===== config.mk =====
export PLATFORM = sky130hd
export DESIGN_NAME = boot_rom
export DESIGN_NICKNAME = d
export VERILOG_FILES = /design/src/source/soc_pkg.sv /design/src/source/boot_rom.sv
export VERILOG_INCLUDE_DIRS = /design/src /design/src/include
export SDC_FILE = /design/constraint.sdc
export NUM_CORES = 1
export LEC_CHECK = 0
export ABC_AREA = 1
export BUFFER_PORTS_ARGS = -buffer_cell sky130_fd_sc_hd__clkbuf_2
export CORE_MARGIN = 4
export CORE_UTILIZATION = 40
export CTS_BUF_LIST = sky130_fd_sc_hd__clkbuf_8
export CTS_CLUSTER_DIAMETER = 150
export DETAILED_ROUTE_END_ITERATION = 8
export GPL_ROUTABILITY_DRIVEN = 1
export PLACE_DENSITY = 0.75
export SKIP_CTS_REPAIR_TIMING = 1
export SLEW_MARGIN = 40
export SYNTH_ARGS = -nofsm -noshare
export SYNTH_HDL_FRONTEND = slang
export SYNTH_SLANG_ARGS = --single-unit

===== constraint.sdc =====
create_clock -name wb_clk_i -period 4.6 [get_ports wb_clk_i]
set_clock_uncertainty 0.15 [all_clocks]
set_input_delay 0.69 -clock wb_clk_i [delete_from_list [all_inputs] [get_ports wb_clk_i]]
set_output_delay 0.69 -clock wb_clk_i [all_outputs]
set_load 0.02 [all_outputs]

===== src/include/boot_rom_init.svh =====
`ifndef BOOT_ROM_INIT_SVH
`define BOOT_ROM_INIT_SVH

// Boot image, one OR1K instruction per word
function automatic logic [WB_DW-1:0] boot_rom_word(input logic [ROM_AW-1:0] word_adr);
	logic [WB_DW-1:0] word;
	case (word_adr)
		6'd0:    word = 32'h1800_0000;
		6'd1:    word = 32'h1820_9100;
		6'd2:    word = 32'ha821_0000;
		6'd3:    word = 32'h9c60_00f0;
		6'd4:    word = 32'hd801_1801;
		6'd5:    word = 32'h9c60_00a5;
		6'd6:    word = 32'hd801_1800;
		6'd7:    word = 32'h9c60_0001;
		6'd8:    word = 32'hd801_1802;
		6'd9:    word = 32'h18a0_f000;
		6'd10:   word = 32'ha8a5_0100;
		6'd11:   word = 32'h4400_2800;
		6'd12:   word = 32'h1500_0000;
		6'd13:   word = 32'hdead_beef;
		6'd14:   word = 32'h0123_4567;
		6'd15:   word = 32'h89ab_cdef;
		// Rest of the ROM is filled with l.nop
		default: word = 32'h1500_0000;
	endcase
	return word;
endfunction

`endif


===== src/source/soc_pkg.sv =====
package soc_pkg;

	////////////////////////////////////////////////////////////
	// Bus and peripheral widths
	////////////////////////////////////////////////////////////
	localparam int WB_DW    = 32;
	localparam int WB_AW    = 32;
	localparam int WB_SW    = 4;
	localparam int GPIO_W   = 8;
	localparam int GPIO_RAW = 2;
	localparam int ROM_AW   = 6;

	// First address bit above the ROM's 256 bytes
	localparam int ROM_LSB  = ROM_AW + 2;

	////////////////////////////////////////////////////////////
	// Address map and interrupt lines
	////////////////////////////////////////////////////////////
	localparam logic [WB_AW-1:0] ROM_BASE  = 32'hf000_0000;
	localparam logic [WB_AW-1:0] GPIO_BASE = 32'h9100_0000;

	localparam int PIC_INTS      = 20;
	localparam int GPIO_IRQ_LINE = 10;

	////////////////////////////////////////////////////////////
	// Bus records
	////////////////////////////////////////////////////////////
	typedef struct packed {
		logic [WB_AW-1:0] adr;
		logic [WB_DW-1:0] dat;
		logic [WB_SW-1:0] sel;
		logic             we;
		logic             cyc;
		logic             stb;
	} wb_m2s_t;

	typedef struct packed {
		logic [WB_DW-1:0] dat;
		logic             ack;
		logic             err;
	} wb_s2m_t;

	// 8-bit side, adr is the register offset
	typedef struct packed {
		logic [GPIO_RAW-1:0] adr;
		logic [GPIO_W-1:0]   dat;
		logic                we;
		logic                cyc;
		logic                stb;
	} wb8_m2s_t;

	typedef struct packed {
		logic [GPIO_W-1:0] dat;
		logic              ack;
	} wb8_s2m_t;

	typedef enum logic [GPIO_RAW-1:0] {
		GPIO_DATA = 2'd0,
		GPIO_DIR  = 2'd1,
		GPIO_MASK = 2'd2,
		GPIO_STAT = 2'd3
	} gpio_reg_e;

endpackage


===== src/source/boot_rom.sv =====
`timescale 1ns/10ps

module boot_rom (
	input  logic             wb_clk_i,
	input  logic             rst_n_i,
	input  soc_pkg::wb_m2s_t wb_i,
	output soc_pkg::wb_s2m_t wb_o
);
	import soc_pkg::*;

	`include "boot_rom_init.svh"

	logic [ROM_AW-1:0] word_adr;
	logic [WB_DW-1:0]  dat_q;
	logic              ack_q;
	logic              access;

	assign word_adr = wb_i.adr[ROM_LSB-1:2];
	assign access   = wb_i.cyc & wb_i.stb & ~ack_q;

	// Writes get an ack and are dropped
	always_ff @(posedge wb_clk_i) begin
		if (!rst_n_i) begin
			ack_q <= 1'b0;
		end else begin
			ack_q <= access;
		end
	end

	always_ff @(posedge wb_clk_i) begin
		if (access) begin
			dat_q <= boot_rom_word(word_adr);
		end
	end

	assign wb_o.dat = dat_q;
	assign wb_o.ack = ack_q;
	assign wb_o.err = 1'b0;

endmodule


==> run summary, run 1 <==
The flow ran to the end, and the final reports show no timing, DRC or antenna violations. Global routing consumed, over all layers together, 12.5% of the routing resources. The proportion of synthesized flip-flops having asynchronous set or reset was 0%; the final hold violation count was 0. For this run, the post-layout net count is 263. For this design the static power due to leakage is 0.836 nW. The total die area came out at 0.00487 mm2. CTS saw 30 sinks.

Counting flops with a built-in enable in the synthesized netlist gives 29. CTS built an H-tree with a depth of 2. The average wire per cell in the routed design works out to 12.2 um. The critical path ends at dat_q[21]$_SDFFCE_PP0P_. The congestion estimate from routability-driven global placement came to 0.886. The initial antenna violation count came out at 0.

Vertical die dimension: 69.8 um. The capture point of the worst reg-to-reg path is dat_q[8]$_SDFFCE_PP0P_. Detailed placement finished with a half-perimeter wire length of 2150 um. The required arrival time at the worst endpoint is 4.48 ns, and the count of final setup violators is 0.

Counting along the longest clock path gives a buffer depth of 2. In this run the core area contains 22 standard-cell rows. The die is 69.8 um wide.

Using the TritonRoute via totals, the vias-per-cell ratio works out to 4.68. The synthesized design contains 30 register bits. For the via count of the first global-routing pass, the log shows 1032.

The critical path is of the in -> reg type. For this run, design rule violations remaining after detail routing come to 0. The count of cells along the worst hold path came out at 1. The max-slew violation count is 0, and the minimum period implied by the final worst setup slack is 1.80 ns.

Leaving out fill and tap cells, the most frequent cells in the layout are sky130_fd_sc_hd__clkbuf_2 (41), sky130_fd_sc_hd__edfxtp_1 (29), sky130_fd_sc_hd__nand2_1 (26), sky130_fd_sc_hd__nor2_1 (12), sky130_fd_sc_hd__inv_1 (10). Entering global routing, the biggest net connects 30 pins. The run gives 3.33 ns as the slack of the worst reg-to-reg path. Once the floorplan was initialized, standard cells occupied 41.4% of the core. Of the synthesized area, sequential elements account for 58.3%.

Clock tree synthesis inserted a total of 5 buffers. In the synthesized netlist the dominant register cell turns out to be sky130_fd_sc_hd__edfxtp_1. The type of element capturing the critical path was a flip-flop. Post-synthesis average cell area: 11.0 um2. In this run the worst setup path begins at wb_i[41].

Derived from the worst setup path, the maximum achievable clock frequency is 0.555 GHz. Setup repair after global routing left no endpoint under its margin. The worst-case IR drop observed on VDD is 0.000117 V. During I/O placement, the number of pins put on the boundary was 107. The area growth from synthesis to final layout is 21.7%, and the routed via count is 1080. After clock tree synthesis, the clock-pin slew on the worst setup and hold paths is 0.06 ns.

STA puts the critical path data arrival time at 1.68 ns. STA classifies the critical path startpoint as an input port. The critical register-to-register path startpoint is ack_q$_SDFF_PN0_.

The port buffer count works out to 41. After floorplanning, the core was sized to cover 0.00369 mm2. Synthesis produced a netlist whose cell count is 139. For this design the ratio of total power to cell area is 352 mW/mm2. The logs give 45 for the DRC marker count from the first detailed-route iteration and 0 for the antenna diode count.

The total standard cell area after synthesis is 0.00153 mm2, and the cell count of the worst reg-to-reg path is 2. The root buffer cell was sky130_fd_sc_hd__clkbuf_8. Summed over all layers, the routed wires come to 2830 um. The first global-routing pass estimated 4710 um of wire. The tools report the clock insertion delay at the later pin of the skew report as 0.28 ns. Leading cell type in the layout, fill and taps excluded: sky130_fd_sc_hd__clkbuf_2.

For the number of routed nets with antenna violations, the log shows 0. The tightest min-delay check is of the reg -> reg type. The tools report the number of detailed-route iterations in the first pass as 4. In the final layout, the share of cells above drive strength 1 is 40.4%. Summed over all layers, the global routing overflow is 0. TritonCTS built the clock tree. The max-capacitance violation count was 0. After synthesis, the netlist uses 26 different library cells.

The post-route clock period utilization came out at 39.2%. The maximum fanout encountered on the critical timing path was 9; the number of synthesis warnings was 0. The final setup TNS is 0 ns, and the worst slack on hold paths is 0.337 ns.
worst min path at each step:
stage	from	endpoint	slack (ns)
global route	ack_q$_SDFF_PN0_	ack_q$_SDFF_PN0_	0.34
detailed placement	ack_q$_SDFF_PN0_	ack_q$_SDFF_PN0_	0.32
finish	ack_q$_SDFF_PN0_	ack_q$_SDFF_PN0_	0.34
global placement	ack_q$_SDFF_PN0_	ack_q$_SDFF_PN0_	0.31
floorplan	ack_q$_SDFF_PN0_	ack_q$_SDFF_PN0_	0.27
CTS	ack_q$_SDFF_PN0_	ack_q$_SDFF_PN0_	0.33
cell type report:
cell class / instances / area, um2
fillers: 355 / 1830
flip-flops and latches: 30 / 891
multi-input cells: 86 / 523
repair buffers: 42 / 213
clock buffers: 5 / 68.8
inverters: 17 / 63.8
well taps: 48 / 60.1
clock inverters: 3 / 40.0
sequential cells by signal (all words and copies together) (netlist names):
signal,cells
ack_q,1
dat_q,29
kinds of logic after synthesis:
| logic type | Yosys count | synth area share [%] |
|---|---|---|
| buffers and inverters | 24 | 7.86 |
| other | 1 | 0.245 |
| flip-flops | 30 | 58.3 |
| AO/OA/AOI/OAI | 19 | 9.17 |
| AND/OR/NAND/NOR | 57 | 17.9 |
| adder cells (fa/ha/maj) | 8 | 6.55 |
power by group:
part	switching (mW)	leakage (nW)	internal [mW]	total [mW]
sequential	0.00373	0.270	0.314	0.318
combinational	0.0600	0.508	0.0242	0.0842
clock	0.0941	0.0579	0.159	0.253
critical path, cell delays in order:
cell and delay [ns]:
sky130_fd_sc_hd__clkbuf_2 0.20, sky130_fd_sc_hd__inv_1 0.13, sky130_fd_sc_hd__ha_1 0.33, sky130_fd_sc_hd__nand2_1 0.13, sky130_fd_sc_hd__nand2_1 0.07, sky130_fd_sc_hd__nand2_1 0.06, sky130_fd_sc_hd__o21ai_1 0.07
stage by stage:
stage                     total power [mW]  worst slack (ns)  util [%]  std cells  cell area (um2)
after global routing                 0.682              2.71      50.4        231             1860
after floorplan                      0.383              2.05         -        140             1530
final                                0.655              2.80      50.4        231             1860
after detailed placement             0.409              2.52      47.5        223             1750
after CTS                            0.662              2.82      50.4        231             1860
after global placement               0.407              2.55      47.5        223             1750
cell usage after synthesis, types with 2 or more instances:
cell | instances | share of area (%)
sky130_fd_sc_hd__a21oi_1 | 4 | 1.3
sky130_fd_sc_hd__a21oi_2 | 6 | 3.4
sky130_fd_sc_hd__buf_4 | 6 | 2.9
sky130_fd_sc_hd__edfxtp_1 | 29 | 57
sky130_fd_sc_hd__ha_1 | 8 | 6.6
sky130_fd_sc_hd__inv_1 | 10 | 2.5
sky130_fd_sc_hd__inv_2 | 6 | 1.5
sky130_fd_sc_hd__nand2_1 | 26 | 6.4
sky130_fd_sc_hd__nand2_4 | 2 | 1.5
sky130_fd_sc_hd__nand3_1 | 9 | 2.9
sky130_fd_sc_hd__nor2_1 | 13 | 3.2
sky130_fd_sc_hd__o21ai_1 | 3 | 0.98
sky130_fd_sc_hd__o21ai_2 | 4 | 2.3
metal layers:
| metal | up-vias | global-route usage [%] | wire [um] |
|---|---|---|---|
| met2 | 35 | 19.7 | 1320 |
| li1 | 546 | - | - |
| met1 | 494 | 14.7 | 1210 |
| met4 | 0 | 8.30 | 75 |
| met5 | - | 0 | 0 |
| met3 | 5 | 3.62 | 222 |
No activity file was read; power rests on OpenSTA's default activity.
==> run 2, diff against run 1 <==
--- a/config.mk
+++ b/config.mk
@@ -9,7 +9,7 @@
 export ABC_AREA = 1
 export BUFFER_PORTS_ARGS = -buffer_cell sky130_fd_sc_hd__clkbuf_2
 export CORE_MARGIN = 4
-export CORE_UTILIZATION = 40
+export CORE_UTILIZATION = 38
 export CTS_BUF_LIST = sky130_fd_sc_hd__clkbuf_8
 export CTS_CLUSTER_DIAMETER = 150
 export DETAILED_ROUTE_END_ITERATION = 8
==> constraint.sdc (replaced) <==
create_clock -name wb_clk_i -period 1.6 [get_ports wb_clk_i]
set_clock_uncertainty 0.15 [all_clocks]
set_input_delay 0.24 -clock wb_clk_i [delete_from_list [all_inputs] [get_ports wb_clk_i]]
set_output_delay 0.24 -clock wb_clk_i [all_outputs]
set_load 0.02 [all_outputs]
==> run summary, run 2 (same netlist as run 1, synthesis figures left out) <==
The DRC marker count from the first detailed-route iteration is 44 (-2.2%), and the minimum period implied by the final worst setup slack is 1.28 ns. Peak supply drop: 0.000288 V (+140%). The cell count of the worst reg-to-reg path is 2 (unchanged), and the number of vias per cell after detailed routing is 4.70 (+0.61%).

The average wire per cell in the routed design was 12.0 um (-1.7%); the sum of routed wire segments on met1 was 1120 um (-7.6%). The cell sitting at the root of the clock tree is a sky130_fd_sc_hd__clkbuf_8. The worst hold path belongs to the class in -> reg.

The finished layout cell area came out at 0.00187 mm2 (+0.40%). TritonCTS built the clock tree. The initial antenna violation count is 0 (unchanged), and the total congestion overflow after global routing is 0 (unchanged). The tools report the count of final setup violators as 0 (unchanged).

The maximum fanout encountered on the critical timing path works out to 6 (-3). The required arrival time at the worst endpoint is 1.48 ns (-3.00 ns), and the die span in x is 71.4 um (+2.3%). The met3 wire length is 155 um (-30%).

The fraction of final layout cells sized beyond drive strength 1 works out to 40.0% (-0.44 points). The critical path in this run is classified as in -> reg. Weighted congestion at the end of routability-driven global placement: 0.816 (-7.9%). The sequential fraction of design power is 54.1% (+5.6 points). The final hold violation count is 0 (unchanged). The vertical die dimension is 71.4 um (+2.3%), and the area growth from synthesis to final layout is 22.2%. Port buffer count: 41 (unchanged).

For the routed via count, the log shows 1096 (+1.5%). The run gives 2800 um (-0.85%) as the detailed-route wire length. Number of nets in the finished design: 266 (+1.1%).

The run finished with clean final reports. For the number of clock buffers inserted by TritonCTS, the log shows 5 (unchanged). The proportion of power drawn by the clock network was 30.9% (-7.7 points); the total number of clock tree sinks was 30 (unchanged). The cell-internal power was 1.27 mW (+150%); the net switching power was 0.423 mW (+170%). The register clock-pin slew on the reported worst setup and hold paths came out at 0.05 ns (about the same). The number of detailed-route iterations in the first pass is 4 (unchanged). In the finished design, the share of the clock period the worst path needs comes to 80.3%. The number of routed nets with antenna violations was 0 (unchanged); the relative contribution of combinational cells to total power was 14.9% (+2.1 points).

The tools report the number of core rows as 22 (unchanged). Derived from the worst setup path, the maximum achievable clock frequency is 0.778 GHz. Leaving out fill and tap cells, the most frequent cells in the layout are sky130_fd_sc_hd__clkbuf_2 (41), sky130_fd_sc_hd__edfxtp_1 (29), sky130_fd_sc_hd__nand2_1 (26), sky130_fd_sc_hd__inv_1 (12), sky130_fd_sc_hd__nor2_1 (12).

Initial standard-cell utilization of the core: 40.5% (-0.91 points). Total power divided by cell area: 905 mW/mm2 (+160%). The run gives 0 (unchanged) as the antenna diode count. In the final layout, the registers with the most flip-flops are dat_q (29), ack_q (1).

The count of cells along the worst hold path works out to 2 (+1). The routed length on met2 came out at 1460 um (+11%). The data arrival time of the critical path is 1.16 ns (-0.52 ns), and the largest net degree at the start of global routing is 30 (unchanged). Largest register by flop count: dat_q. The H-tree depth came out at 2 (unchanged). Global-route total usage across every layer: 11.5% (-0.97 points). Fraction of power spent switching nets: 25.0% (+0.96 points).

For the total cell area at the placement stage, the log shows 0.00179 mm2 (+2.3%). The remaining design rule violation count was 0 (unchanged); the standard cell core area was 0.00377 mm2 (+2.2%). The flip-flop count of the largest register, all copies and words added is 29 (unchanged), and the half-perimeter wire length after detailed placement is 2210 um (+3.0%). The logs give 0.00510 mm2 (+4.7%) for the total die area and 107 (unchanged) for the boundary pin count. The run gives 1066 (+3.3%) as the via count of the first global-routing pass. The clock insertion delay at the later pin of the skew report was 0.27 ns (about the same).

The run gives 0 (unchanged) as the max-capacitance violation count. The worst setup path is launched from an input port. The leakage component of the power was 0.843 nW (+0.83%).

Top routing layer in use: met4. The run gives 4440 um (-5.7%) as the wire length of the first global-routing pass. The type of element capturing the critical path is a flip-flop. Setup repair after global routing left no endpoint under its margin.

For the max-slew violation count, the log shows 0 (unchanged). Leading cell type in the layout, fill and taps excluded: sky130_fd_sc_hd__clkbuf_2. The number of buffers on the longest clock path was 2 (unchanged); the final setup TNS was 0 ns (unchanged).
run 2: changes by cell type in the layout (fill, tap and decap cells not counted), sizes merged:
cell    before  now
clkinv       3    1
bufinv       1    0
buf          1    4
inv         16   18
run 2: layer usage:
| metal | global-route usage (%) | vias to the layer above |
|---|---|---|
| li1 | - | 547 |
| met1 | 11.5 | 517 |
| met2 | 20.8 | 25 |
| met3 | 4.07 | 7 |
| met4 | 6.26 | 0 |
| met5 | 0 | - |
run 2: final cells by class:
class                   instances  area [um2]
clock buffers                   5        68.8
clock inverters                 2        7.51
fillers                       335        1900
inverters                      17        63.8
multi-input cells              86         528
flip-flops and latches         30         891
well taps                      48        60.1
repair buffers                 45         248
run 2: worst paths after layout:
kind                                  startpoint                      end  slack, ns
worst max-delay path                    wb_i[42]  dat_q[16]$_SDFFCE_PP0P_       0.32
worst min register to register  ack_q$_SDFF_PN0_         ack_q$_SDFF_PN0_       0.36
worst max register to register  ack_q$_SDFF_PN0_  dat_q[21]$_SDFFCE_PP0P_       0.47
worst min-delay path                     rst_n_i         ack_q$_SDFF_PN0_       0.06
run 2: stage by stage:
stage / utilization, % / total power, mW / setup slack, ns / hold slack [ns] / cells
2_1_floorplan: - / 1.10 / 0.259 / 0.257 / 140
3_3_place_gp: 47.5 / 1.18 / 0.0787 / 0.339 / 226
3_5_place_dp: 47.5 / 1.19 / 0.0393 / 0.346 / 226
4_1_cts: 49.5 / 1.71 / 0.332 / 0.0520 / 233
5_1_grt: 49.5 / 1.77 / 0.199 / 0.0541 / 233
6_report: 49.5 / 1.69 / 0.315 / 0.0590 / 233
run 2: worst max-delay path, cell delays in order:
cell and delay, ns:
sky130_fd_sc_hd__clkbuf_2 0.13, sky130_fd_sc_hd__inv_1 0.17, sky130_fd_sc_hd__ha_1 0.18, sky130_fd_sc_hd__inv_1 0.05
sky130_fd_sc_hd__nand2_1 0.14, sky130_fd_sc_hd__o21ai_0 0.11, sky130_fd_sc_hd__nand2_1 0.07, sky130_fd_sc_hd__nand2_1 0.06
run 2: power by group through the flow:
stage,combinational [mW],clock (mW),sequential (mW)
2_1_floorplan,0.123,0,0.980
3_3_place_gp,0.250,0,0.929
3_5_place_dp,0.255,0,0.931
4_1_cts,0.255,0.542,0.915
5_1_grt,0.276,0.577,0.918
6_report,0.253,0.523,0.914
==> run 3, diff against run 2 <==
==> constraint.sdc (replaced) <==
create_clock -name wb_clk_i -period 1.1 [get_ports wb_clk_i]
set_clock_uncertainty 0.15 [all_clocks]
set_input_delay 0.165 -clock wb_clk_i [delete_from_list [all_inputs] [get_ports wb_clk_i]]
set_output_delay 0.165 -clock wb_clk_i [all_outputs]
set_load 0.02 [all_outputs]
==> run summary, run 3 (same netlist as run 1, synthesis figures left out) <==
The tree is rooted in a sky130_fd_sc_hd__clkbuf_8. The tools report the H-tree depth as 2 (unchanged). The net switching power is 0.711 mW (+68%), and the max-slew violation count is 0 (unchanged). The vertical die dimension was 71.4 um (unchanged). The leakage component of the power is 1.01 nW (+20%). The run gives 1.96 mW (+55%) as the cell-internal power. The type of element capturing the critical path is a primary output. The sequential fraction of design power was 49.8% (-4.3 points); the cell count of the worst reg-to-reg path was 2 (unchanged). For the detailed-route wire length, the log shows 3430 um (+22%). The minimum period implied by the final worst setup slack was 1.15 ns; the fraction of final layout cells sized beyond drive strength 1 was 58.1% (+18 points). The worst slack on hold paths is 0.0199 ns (-0.0391 ns). The library cells used most frequently in the layout, excluding fill and tap cells, are sky130_fd_sc_hd__buf_4 (31), sky130_fd_sc_hd__edfxtp_1 (29), sky130_fd_sc_hd__nand2_1 (22), sky130_fd_sc_hd__buf_2 (21), sky130_fd_sc_hd__buf_6 (13).

The post-route clock period utilization is 104%. Leading cell type in the layout, fill and taps excluded: sky130_fd_sc_hd__buf_4. The critical path goes through buf_6. The data arrival time of the critical path came out at 0.83 ns (-0.33 ns). The critical register-to-register path startpoint was ack_q$_SDFF_PN0_. The slack of the worst reg-to-reg path is 0 ns (-0.47 ns), and the total power divided by cell area is 1170 mW/mm2 (+29%). Type of element launching the critical path: a flip-flop. The logs give 0 (unchanged) for the total congestion overflow after global routing and 0 (unchanged) for the remaining design rule violation count.

The relative contribution of combinational cells to total power is 19.6% (+4.7 points). In the final layout, the registers with the most flip-flops are dat_q (29), ack_q (1). The flip-flop count of the largest register, all copies and words added was 29 (unchanged); the initial standard-cell utilization of the core was 40.5% (unchanged). The logs give 22 (unchanged) for the number of core rows and 0 (unchanged) for the initial antenna violation count. The antenna diode count came out at 0 (unchanged). The critical path buffer and inverter count was 1 (-2). The capture point of the worst reg-to-reg path was dat_q[6]$_SDFFCE_PP0P_. TritonCTS built the clock tree. For the number of routed nets with antenna violations, the log shows 0 (unchanged).

The max-capacitance violation count came out at 0 (unchanged). The min-delay analysis places its worst path in the category in -> reg. The logs give 48 (+9.1%) for the DRC marker count from the first detailed-route iteration and 0.78 ns (-0.70 ns) for the required arrival time at the worst endpoint. The run gives 0.853 (+4.5%) as the weighted congestion at the end of routability-driven global placement. Boundary pin count: 107 (unchanged).

The delay of the slowest critical-path stage is 0.40 ns (+0.22 ns), and the area growth from synthesis to final layout is 50.0%. The path with the worst hold slack has its endpoint at ack_q$_SDFF_PN0_. The cell count after placement is 251 (+11%).

Final setup TNS: -0.585 ns (-0.585 ns). Die span in x: 71.4 um (unchanged). The via count of the first global-routing pass came out at 1141 (+7.0%). The number of clock buffers inserted by TritonCTS is 5 (unchanged), and the count of cells along the worst hold path is 3 (+1). The number of buffers on the longest clock path is 2 (unchanged), and the port buffer count is 41 (unchanged). The clock insertion delay at the later pin of the skew report is 0.28 ns (about the same), and the finished layout cell area is 0.00229 mm2 (+23%).

The number of vias per cell after detailed routing was 4.63 (-1.5%); the wire length of the first global-routing pass was 5250 um (+18%). Number of standard cells in the layout, taps in and fillers out: 263 (+13%). The standard cell core area was 0.00377 mm2 (unchanged); the average wire per cell in the routed design was 13.0 um (+8.4%). The fraction of power spent switching nets is 26.6% (+1.6 points). The run gives 0.00206 mm2 (+15%) as the total cell area at the placement stage. The register with the most flip-flops in the final layout is dat_q.

For the number of nets in the finished design, the log shows 295 (+11%). The tools report the start point of the worst min-delay path as wb_i[0]. Register clock-pin slew on the reported worst setup and hold paths: 0.06 ns (about the same). The final reports fail on negative setup slack. The logs give 0.00510 mm2 (unchanged) for the total die area and 30 (unchanged) for the largest net degree at the start of global routing. The pre-CTS setup slack came out at -0.312 ns (-0.351 ns). The logs give 0.000480 V (+67%) for the peak supply drop and 30.6% (-0.3 points) for the proportion of power drawn by the clock network. Setup repair after global routing could not meet its margin everywhere. The critical path is of the reg -> out type. The logs give 13.7% (+2.2 points) for the global-route total usage across every layer and -0.0478 ns (-0.363 ns) for the setup slack after layout. Grouping stages by cell kind, the critical path spends the most delay in flip-flops. The number of detailed-route iterations in the first pass was 4 (unchanged); the final hold violation count was 0 (unchanged). The run finished, with violations left.

For the total number of clock tree sinks, the log shows 30 (unchanged). Count of final setup violators: 38 (+38). Derived from the worst setup path, the maximum achievable clock frequency is 0.871 GHz.

For the half-perimeter wire length after detailed placement, the log shows 2590 um (+17%). The maximum fanout encountered on the critical timing path is 1 (-5). The routed via count was 1218 (+11%).

Cell with the biggest individual delay on the critical path: sky130_fd_sc_hd__edfxtp_1.
[run 3: through the flow]
step	util (%)	power, mW
2_1_floorplan	-	1.63
3_3_place_gp	54.5	1.81
3_5_place_dp	54.5	1.82
4_1_cts	56.7	2.63
5_1_grt	60.7	2.80
6_report	60.7	2.67
[run 3: power groups by stage]
stage | Combinational, mW | Sequential [mW] | Clock, mW
CTS | 0.468 | 1.33 | 0.825
global placement | 0.458 | 1.35 | 0
detailed placement | 0.466 | 1.36 | 0
floorplan | 0.204 | 1.43 | 0
finish | 0.524 | 1.33 | 0.816
global route | 0.565 | 1.34 | 0.895
[run 3: final cells by class]
cell class	count	area [um2]
tap	48	60.1
inverter	17	72.6
sequential	30	895
clock inverter	3	12.5
fill	310	1480
clock buffer	5	68.8
multi-input combinational	86	633
timing repair buffer	74	549
[run 3: worst max path at each step]
stage                                       start                 endpoint  slack (ns)  cells past startpoint
after floorplan                  ack_q$_SDFF_PN0_   dat_q[0]$_SDFFCE_PP0P_       -0.21                      1
after global placement                   wb_i[41]  dat_q[21]$_SDFFCE_PP0P_       -0.29                      7
after detailed placement                 wb_i[41]   dat_q[6]$_SDFFCE_PP0P_       -0.31                      8
after CTS                  dat_q[4]$_SDFFCE_PP0P_                  wb_o[6]       -0.07                      1
after global routing      dat_q[19]$_SDFFCE_PP0P_                  wb_o[5]        -0.1                      1
final                      dat_q[4]$_SDFFCE_PP0P_                  wb_o[6]       -0.05                      1
[run 3: routing by layer]
layer	track usage, %	vias up	wire [um]
li1	-	606	-
met1	15.2	560	1280
met2	22.4	47	1800
met3	4.63	5	257
met4	8.56	0	86
met5	0	-	0
